$ cat src/mul_arith_pkg.sv
`default_nettype none

package mul_arith_pkg;

    // operand width, product is twice as wide
    localparam int OPERAND_WIDTH = 16;
    localparam int PRODUCT_WIDTH = 2 * OPERAND_WIDTH;

    // raw operand or magnitude
    typedef logic [OPERAND_WIDTH-1:0] operand_t;
    // full width product
    typedef logic [PRODUCT_WIDTH-1:0] product_t;

    // multiplication kind, reserved code runs as unsigned
    typedef enum logic [1:0] {
        MUL_UU   = 2'd0,
        MUL_SS   = 2'd1,
        MUL_SU   = 2'd2,
        MUL_RSVD = 2'd3
    } mul_kind_e;

    // request bundle at the unit boundary
    typedef struct packed {
        mul_kind_e kind;
        operand_t  a;
        operand_t  b;
    } mul_req_t;

    // conditioned operands plus result sign
    typedef struct packed {
        operand_t mag_a;
        operand_t mag_b;
        logic     neg;
    } mag_pair_t;

    // unsigned magnitude product plus result sign
    typedef struct packed {
        product_t mag;
        logic     neg;
    } mag_prod_t;

endpackage

`default_nettype wire

$ cat src/mul_ctrl_pkg.sv
`default_nettype none

package mul_ctrl_pkg;

    // sequencer states
    typedef enum logic [1:0] {
        IDLE = 2'd0,
        RUN  = 2'd1,
        DONE = 2'd2
    } ctrl_state_e;

    // cycles from the accepting edge to done
    localparam int MUL_LATENCY = 3;

    // wide enough for MUL_LATENCY - 1
    localparam int LAT_CNT_WIDTH = 2;

endpackage

`default_nettype wire

$ cat src/mul_ctrl_fsm.sv
`timescale 1ns/10ps
`default_nettype none

module mul_ctrl_fsm
(
    input  logic clk,
    input  logic arst_n,
    input  logic start,
    input  logic expired,
    output logic load,
    output logic done_next,
    output logic busy,
    output logic done
);

    import mul_ctrl_pkg::*;

    ctrl_state_e state;
    ctrl_state_e state_nxt;

    // next state and strobes
    always_comb
    begin
        state_nxt = state;
        load      = 1'b0;
        done_next = 1'b0;
        case (state)
            IDLE:
            begin
                // accept only here, starts in RUN or DONE are dropped
                if (start)
                begin
                    load      = 1'b1;
                    state_nxt = RUN;
                end
            end
            RUN:
            begin
                // product sits at the sign fix input
                if (expired)
                begin
                    done_next = 1'b1;
                    state_nxt = DONE;
                end
            end
            DONE:
            begin
                // single done cycle
                state_nxt = IDLE;
            end
            default:
            begin
                state_nxt = IDLE;
            end
        endcase
    end

    always_ff @(posedge clk or negedge arst_n)
    begin
        if (!arst_n)
        begin
            state <= IDLE;
        end
        else
        begin
            state <= state_nxt;
        end
    end

    assign busy = (state != IDLE);
    assign done = (state == DONE);

endmodule

`default_nettype wire

$ cat src/mul_cycle_counter.sv
`timescale 1ns/10ps
`default_nettype none

module mul_cycle_counter
(
    input  logic clk,
    input  logic arst_n,
    input  logic load,
    output logic expired
);

    import mul_ctrl_pkg::*;

    logic [LAT_CNT_WIDTH-1:0] cnt;

    // loaded at accept, hits zero one cycle before the done edge
    always_ff @(posedge clk or negedge arst_n)
    begin
        if (!arst_n)
        begin
            cnt <= '0;
        end
        else if (load)
        begin
            cnt <= LAT_CNT_WIDTH'(MUL_LATENCY - 1);
        end
        else if (cnt != '0)
        begin
            cnt <= cnt - 1'b1;
        end
    end

    // only looked at while the controller is in RUN
    assign expired = (cnt == '0);

endmodule

`default_nettype wire

$ cat src/mul_sign_fix.sv
`timescale 1ns/10ps
`default_nettype none

module mul_sign_fix
(
    input  logic                     clk,
    input  logic                     arst_n,
    input  logic                     en,
    input  mul_arith_pkg::mag_prod_t prod,
    output mul_arith_pkg::product_t  p
);

    import mul_arith_pkg::*;

    product_t p_d;

    // negate magnitude for a negative result
    assign p_d = prod.neg ? product_t'(~prod.mag + 1'b1) : prod.mag;

    // result register, holds until the next done_next
    always_ff @(posedge clk or negedge arst_n)
    begin
        if (!arst_n)
        begin
            p <= '0;
        end
        else if (en)
        begin
            p <= p_d;
        end
    end

endmodule

`default_nettype wire

$ cat src/mul_sign_prep.sv
`timescale 1ns/10ps
`default_nettype none

module mul_sign_prep
(
    input  logic                   clk,
    input  logic                   arst_n,
    input  logic                   load,
    input  mul_arith_pkg::mul_req_t  req,
    output mul_arith_pkg::mag_pair_t mags
);

    import mul_arith_pkg::*;

    logic      a_neg;
    logic      b_neg;
    logic      neg_d;
    operand_t  abs_a;
    operand_t  abs_b;

    // which operands count as negative for this kind
    always_comb
    begin
        a_neg = 1'b0;
        b_neg = 1'b0;
        neg_d = 1'b0;
        case (req.kind)
            MUL_SS:
            begin
                a_neg = req.a[OPERAND_WIDTH-1];
                b_neg = req.b[OPERAND_WIDTH-1];
                // a zero operand must not flip the sign
                neg_d = (a_neg ^ b_neg) && (req.a != '0) && (req.b != '0);
            end
            MUL_SU:
            begin
                // b is plain unsigned here
                a_neg = req.a[OPERAND_WIDTH-1];
                neg_d = a_neg;
            end
            default:
            begin
                // MUL_UU and MUL_RSVD, both operands taken as is
                neg_d = 1'b0;
            end
        endcase
    end

    // two's complement magnitude where needed
    assign abs_a = a_neg ? operand_t'(~req.a + 1'b1) : req.a;
    assign abs_b = b_neg ? operand_t'(~req.b + 1'b1) : req.b;

    // captured only at the accepting edge, held for the rest of the op
    always_ff @(posedge clk or negedge arst_n)
    begin
        if (!arst_n)
        begin
            mags <= '0;
        end
        else if (load)
        begin
            mags.mag_a <= abs_a;
            mags.mag_b <= abs_b;
            mags.neg   <= neg_d;
        end
    end

endmodule

`default_nettype wire

$ cat src/mul_unit_top.sv
`timescale 1ns/10ps
`default_nettype none

module mul_unit_top
(
    input  logic                    clk,
    input  logic                    arst_n,
    input  logic                    start,
    input  mul_arith_pkg::mul_req_t req,
    output logic                    busy,
    output logic                    done,
    output mul_arith_pkg::product_t p
);

    import mul_arith_pkg::*;

    // control strobes
    logic      load;
    logic      done_next;
    logic      expired;
    // data between stages
    mag_pair_t mags;
    mag_prod_t prod;

    mul_ctrl_fsm u_ctrl_fsm
    (
        .clk       (clk),
        .arst_n    (arst_n),
        .start     (start),
        .expired   (expired),
        .load      (load),
        .done_next (done_next),
        .busy      (busy),
        .done      (done)
    );

    mul_cycle_counter u_cycle_counter
    (
        .clk     (clk),
        .arst_n  (arst_n),
        .load    (load),
        .expired (expired)
    );

    // stage 1, magnitudes and sign
    mul_sign_prep u_sign_prep
    (
        .clk    (clk),
        .arst_n (arst_n),
        .load   (load),
        .req    (req),
        .mags   (mags)
    );

    // stage 2, reduction and add
    wallace_tree #(
        .OPERAND_WIDTH (OPERAND_WIDTH)
    ) u_wallace_tree
    (
        .clk    (clk),
        .arst_n (arst_n),
        .mags   (mags),
        .prod   (prod)
    );

    // stage 3, sign applied and result held
    mul_sign_fix u_sign_fix
    (
        .clk    (clk),
        .arst_n (arst_n),
        .en     (done_next),
        .prod   (prod),
        .p      (p)
    );

endmodule

`default_nettype wire

$ cat src/wallace_tree.sv
`timescale 1ns/10ps
`default_nettype none

module wallace_tree
#(
    parameter int OPERAND_WIDTH = mul_arith_pkg::OPERAND_WIDTH
)
(
    input  logic                     clk,
    input  logic                     arst_n,
    input  mul_arith_pkg::mag_pair_t mags,
    output mul_arith_pkg::mag_prod_t prod
);

    localparam int PW = 2 * OPERAND_WIDTH;

    // rows left after a number of 3:2 layers
    // each full group of three becomes two rows
    function automatic int rows_after(input int n, input int layers);
        int r;
        r = n;
        for (int k = 0; k < layers; k++)
        begin
            r = r - r / 3;
        end
        return r;
    endfunction

    // layers needed to get down to two rows
    function automatic int layer_count(input int n);
        int r;
        int l;
        r = n;
        l = 0;
        while (r > 2)
        begin
            r = r - r / 3;
            l++;
        end
        return l;
    endfunction

    localparam int NUM_LAYERS = layer_count(OPERAND_WIDTH);

    logic [OPERAND_WIDTH-1:0] op_a;
    logic [OPERAND_WIDTH-1:0] op_b;
    // row array per layer, index 0 holds the partial products
    logic [PW-1:0] rows [NUM_LAYERS+1][OPERAND_WIDTH];
    logic [PW-1:0] sum_q;
    logic [PW-1:0] carry_q;
    logic          neg_q;

    assign op_a = mags.mag_a;
    assign op_b = mags.mag_b;

    // partial products, one shifted copy of a per bit of b
    for (genvar i = 0; i < OPERAND_WIDTH; i++)
    begin : g_pp
        assign rows[0][i] = op_b[i] ? (PW'(op_a) << i) : '0;
    end

    // carry-save layers
    for (genvar l = 0; l < NUM_LAYERS; l++)
    begin : g_layer
        localparam int R_IN   = rows_after(OPERAND_WIDTH, l);
        localparam int GROUPS = R_IN / 3;
        localparam int R_OUT  = R_IN - GROUPS;

        for (genvar g = 0; g < GROUPS; g++)
        begin : g_csa
            // full adder per column, carries move up one bit
            assign rows[l+1][2*g] = rows[l][3*g] ^ rows[l][3*g+1] ^ rows[l][3*g+2];
            assign rows[l+1][2*g+1] = ((rows[l][3*g] & rows[l][3*g+1])
                                     | (rows[l][3*g] & rows[l][3*g+2])
                                     | (rows[l][3*g+1] & rows[l][3*g+2])) << 1;
        end

        // leftover rows pass down untouched
        for (genvar r = 3 * GROUPS; r < R_IN; r++)
        begin : g_pass
            assign rows[l+1][r-GROUPS] = rows[l][r];
        end

        // unused slots tied off
        for (genvar r = R_OUT; r < OPERAND_WIDTH; r++)
        begin : g_tie
            assign rows[l+1][r] = '0;
        end
    end

    // two carry-save rows plus sign, captured every cycle
    always_ff @(posedge clk or negedge arst_n)
    begin
        if (!arst_n)
        begin
            sum_q   <= '0;
            carry_q <= '0;
            neg_q   <= 1'b0;
        end
        else
        begin
            sum_q   <= rows[NUM_LAYERS][0];
            carry_q <= rows[NUM_LAYERS][1];
            neg_q   <= mags.neg;
        end
    end

    // final carry-propagate add
    assign prod.mag = sum_q + carry_q;
    assign prod.neg = neg_q;

endmodule

`default_nettype wire

$ cat config.mk
export PLATFORM = sky130hd
export DESIGN_NAME = mul_unit_top
export DESIGN_NICKNAME = d
export VERILOG_FILES = /design/src/mul_arith_pkg.sv /design/src/mul_ctrl_pkg.sv /design/src/mul_ctrl_fsm.sv /design/src/mul_cycle_counter.sv /design/src/mul_sign_fix.sv /design/src/mul_sign_prep.sv /design/src/mul_unit_top.sv /design/src/wallace_tree.sv
export SDC_FILE = /design/constraint.sdc
export NUM_CORES = 1
export LEC_CHECK = 0
export ABC_AREA = 1
export BUFFER_PORTS_ARGS = -buffer_cell sky130_fd_sc_hd__clkbuf_2
export CAP_MARGIN = 20
export CORE_MARGIN = 5
export CORE_UTILIZATION = 59
export DETAILED_ROUTE_END_ITERATION = 12
export PLACE_DENSITY_LB_ADDON = 0.3
export SKIP_LAST_GASP = 1
export SLEW_MARGIN = 10
export SYNTH_ARGS = -nofsm -noshare
export SYNTH_HDL_FRONTEND = slang
export SYNTH_SLANG_ARGS = --single-unit
$ cat constraint.sdc
create_clock -name clk -period 4.8 [get_ports clk]
set_input_delay 0.96 -clock clk [delete_from_list [all_inputs] [get_ports clk]]
set_output_delay 0.96 -clock clk [all_outputs]
set_load 0.05 [all_outputs]
=== Word level (Yosys, flattened, before mapping) ===
Cells that the tools add are included.

* Add/subtract/negate cells: 5
* Equal/unequal tests: 6
* Mux-type cells: 31
* Bitwise gates (word level): 102
* Reduce and logical (&&, ||, !) cells: 11

{| class="wikitable"
|+ Operator list
! kind !! number
|-
| $and A31 B31 Y31 || 42
|-
| $or A31 B31 Y31 || 28
|-
| $xor A32 B32 Y32 || 22
|-
| $mux W16 || 3
|-
| $add A16 B1 Y16 const B || 2
|-
| $add A32 B1 Y32 const B || 1
|-
| $add A32 B32 Y32 || 1
|-
| $mux W32 || 1
|-
| $not A16 Y16 || 2
|-
| $not A32 Y32 || 1
|-
| $reduce_bool A16 Y1 || 2
|-
| $xor A32 B18 Y32 || 1
|-
| $xor A32 B21 Y32 || 1
|-
| $xor A32 B24 Y32 || 1
|-
| $xor A32 B27 Y32 || 1
|-
| $xor A32 B30 Y32 || 1
|-
| $xor A32 B31 Y32 || 1
|-
| $mux W31 || 1
|-
| $mux W30 || 1
|-
| $mux W29 || 1
|-
| $mux W28 || 1
|-
| $mux W27 || 1
|-
| $mux W26 || 1
|-
| $mux W25 || 1
|-
| other kinds (22) || 37
|}

* Register bits: 133
* Input bits: 37
* Output and inout bits: 34
* Word-level logic and storage cells: 164

=== Depth between registers and ports, before layout ===
* Depth after elaboration: 19
* Gate-level depth with buffers: 20
* Depth with buffers taken out: 20

=== Modules after synthesis ===
Synthesis repeated with hierarchy kept, for this count alone.

* Cell total of the unflattened synthesis: 1984
* Area, all modules: 14900.5 µm²

{| class="wikitable"
|+ By module, submodules not included
! module !! instances !! cells an instance !! area each (µm²) !! seq. area each (µm²)
|-
| wallace_tree || 1 || 1305 || 10318.6 || 1426.4
|-
| mul_sign_fix || 1 || 355 || 2273.4 || 800.8
|-
| mul_sign_prep || 1 || 296 || 2102.0 || 825.8
|-
| mul_cycle_counter || 1 || 14 || 107.6 || 50.0
|-
| mul_ctrl_fsm || 1 || 14 || 98.8 || 50.0
|}

=== Worst setup path after synthesis ===
No wires, ideal clock.

* Path type: register to register
* From: register, netlist name u_sign_prep.mags[3]
* To: register u_wallace_tree.sum_q[15]
* Library setup time: 136 ps
* Arrival time: 3999 ps
* Required time: 4664 ps
* Setup slack: 665 ps
* Stages on the path, launching flop included: 11
* Path buffers: 2
* Clock period less this slack: 4135 ps
* Path through: dfrtp_1 clkbuf_1 clkbuf_1 nand2_1 fa_1 fa_1 fa_1 fa_1 fa_1 inv_1 fa_1

{| class="wikitable"
|+ RTL lines
! what !! line !! source
|-
| end signal, assigned || wallace_tree.sv:102 || <nowiki>sum_q <= rows[NUM_LAYERS][0];</nowiki>
|-
| end, declared || wallace_tree.sv:49 || <nowiki>logic [PW-1:0] sum_q;</nowiki>
|}

==> metrics.csv <==
metric;value;unit
startpoint of the worst register-to-register path;u_sign_prep.mags[15]$_DFFE_PN0P_;
number of hold violations in the final report;0;
sort of element at the start of the critical path;register;
Synth Flop Type;sky130_fd_sc_hd__dfrtp_1;
Max clock buf depth;2;
sequential cell area fraction in the yosys report;22.1;%
kind of end point of the critical path;register;
number of violations reported at the end of detailed-routing iteration 0;702;
worst endpoint data arrival time;4600;ps
Hold Path Class;reg2reg;
minimum period implied by the final worst setup slack;4310;ps
DP Wirelength;25.4;mm
master cell of the clock root buffer;sky130_fd_sc_hd__clkbuf_16;
Synth Area per Inst;7.76;um2
total wire length after detailed routing;31.6;mm
standard-cell row count;56;
Worst-Margin Slew;1000;ps
quantity of I/O buffers inserted on ports;70;
Hold Path Origin;u_sign_fix.p[26]$_DFFE_PN0P_;
flip-flop and latch count after synthesis;126;
TritonCTS Buffers;17;
Layout Skew;13.4;ps
status;finished clean;
area of the die;27400;um2
summed area of non-filler cells in the final layout;15400;um2
Final GP Congestion;0.914;
Avg Vias per Cell;5.07;
clock tree from TritonCTS;yes;
largest net degree at the start of global routing;66;
Syn. warnings;0;
DR vias;11100;
fin cells;2185;
vias in the first global route;11500;
biggest area consumer among synthesized cells;sky130_fd_sc_hd__fa_1;
async set-reset flop share out of synthesis;100;%
area inside the core boundary;23600;um2
launch point of the critical path;u_sign_prep.mags[15]$_DFFE_PN0P_;
RSZ-0062 raised after global routing;false;
fraction of final layout cells with drive strength greater than 1;8.41;%
Placed Instances;2152;
max-slew violation count;0;
Die H;165;um
post-synth design cell area;14200;um2
count of flip-flops with a built-in enable after synthesis;0;
kind of critical path;reg2reg;
Final nets;2174;
most instantiated library cell after synthesis;sky130_fd_sc_hd__nand2_1;
wire length of the first global-routing pass;54.5;mm
synthesized netlist net count;2156;
number of gates resized after cts;0;
Placement Cell Area;14800;um2
biggest fanout along the worst timing path;17;
H-tree levels;4;
number of diodes added for antenna fixing;0;
relative slew slack;32.8;%
clock transition at the registers of the reported paths;60;ps
unique cell type count in the Yosys netlist;36;
global route overflow;0;
Post-CTS Repair Setup Buffers;0;
area share of the leading cell type in the synthesized netlist;28.2;%
Synth Instances;1835;
x dimension of the die;165;um
residual DRC count;0;
Hold Slack;477;ps
leading cell types by total area after synthesis;sky130_fd_sc_hd__fa_1 28%, sky130_fd_sc_hd__dfrtp_1 22%, sky130_fd_sc_hd__nand2_1 15%;
Antenna Nets Post-Route;0;
area grow syn2layout;8.05;%
drt wl/cell;14.5;um
most instantiated cells after synthesis;582 x sky130_fd_sc_hd__nand2_1, 396 x sky130_fd_sc_hd__inv_1, 201 x sky130_fd_sc_hd__fa_1;
upper clock frequency limit;232;MHz
number of top-level pins;71;
final worst path period share;89.8;%
setup_tns;0;ps
final setup violation count;0;
total iterations of the first detailed-routing run;5;
starting utilization of the core area;60.3;%
initial antenna violation count;0;
overall fraction of global-route tracks in use;25.1;%
Max Cap Violations;0;
total of hold buffers inserted after clock tree synthesis;0;
clock insertion delay at the later pin of the skew report;430;ps
WP data required;5090;ps
clk sinks;126;
path summary, 6_finish.rpt:
path	endpoint	slack [ps]	depth (start not counted)
min in group asynchronous	u_sign_fix.p[8]$_DFFE_PN0P_	610	1
worst max-delay path	u_wallace_tree.sum_q[18]$_DFF_PN0_	490	8
worst min register to register	u_sign_fix.p[26]$_DFFE_PN0P_	480	2
max in group asynchronous	u_sign_prep.mags[4]$_DFFE_PN0P_	3230	2
worst min-delay path	u_sign_fix.p[26]$_DFFE_PN0P_	480	2
worst max register to register	u_wallace_tree.sum_q[18]$_DFF_PN0_	490	8
per-layer routing:
layer	GRT usage (%)	routed length, um
met1	33.5	13900
met2	42.5	15100
met3	5.21	2250
met4	5.59	344
met5	0	0
cell type report:
cell class | count | area (um2)
Clock buffer | 19 | 453
Clock inverter | 13 | 154
Fill cell | 2045 | 8220
Inverter | 402 | 1510
Multi-Input combinational cell | 1226 | 9290
Sequential cell | 126 | 3150
Tap cell | 319 | 399
Timing Repair Buffer | 80 | 440
layout by cell type (no fill, tap or decap), types with 39 or more instances in the layout:
master                     instances
sky130_fd_sc_hd__dfrtp_1         126
sky130_fd_sc_hd__ha_1             83
sky130_fd_sc_hd__nand2_1         581
sky130_fd_sc_hd__nand3_1          79
sky130_fd_sc_hd__o21ai_0          61
sky130_fd_sc_hd__clkbuf_2         69
sky130_fd_sc_hd__nor2_1           71
sky130_fd_sc_hd__xor2_1           39
sky130_fd_sc_hd__inv_1           396
sky130_fd_sc_hd__fa_1            201
flip-flops by register name (all words and copies together) (netlist names):
register / count
u_ctrl_fsm.state: 2
u_sign_prep.mags: 33
u_wallace_tree.neg_q: 1
u_wallace_tree.carry_q: 25
u_cycle_counter.cnt: 2
u_sign_fix.p: 32
u_wallace_tree.sum_q: 31
worst max-delay path, stage by stage (launching register included):
cell and delay, ps:
sky130_fd_sc_hd__dfrtp_1 850, sky130_fd_sc_hd__nand2_1 180, sky130_fd_sc_hd__fa_1 540, sky130_fd_sc_hd__fa_1 570, sky130_fd_sc_hd__fa_1 440, sky130_fd_sc_hd__fa_1 510
sky130_fd_sc_hd__fa_1 550, sky130_fd_sc_hd__inv_1 60, sky130_fd_sc_hd__fa_1 460
through the flow:
step / setup slack (ps) / utilization [%]
after floorplan: 665 / -
after global placement: 598 / 62.5
after detailed placement: 533 / 62.5
after CTS: 479 / 65.1
after global routing: 352 / 65.2
final: 490 / 65.2
kinds of logic after synthesis:
logic type / after synthesis / share of synthesized area, %
XOR/XNOR: 49 / 3.01
adder cells (fa/ha/maj): 284 / 35.5
flip-flops: 126 / 22.1
AO/OA/AOI/OAI: 98 / 3.63
AND/OR/NAND/NOR: 795 / 22.9
buffers and inverters: 483 / 12.7
Power is not shown: default switching activity piles up to over one toggle a cycle in this logic, so the estimate is an artifact.
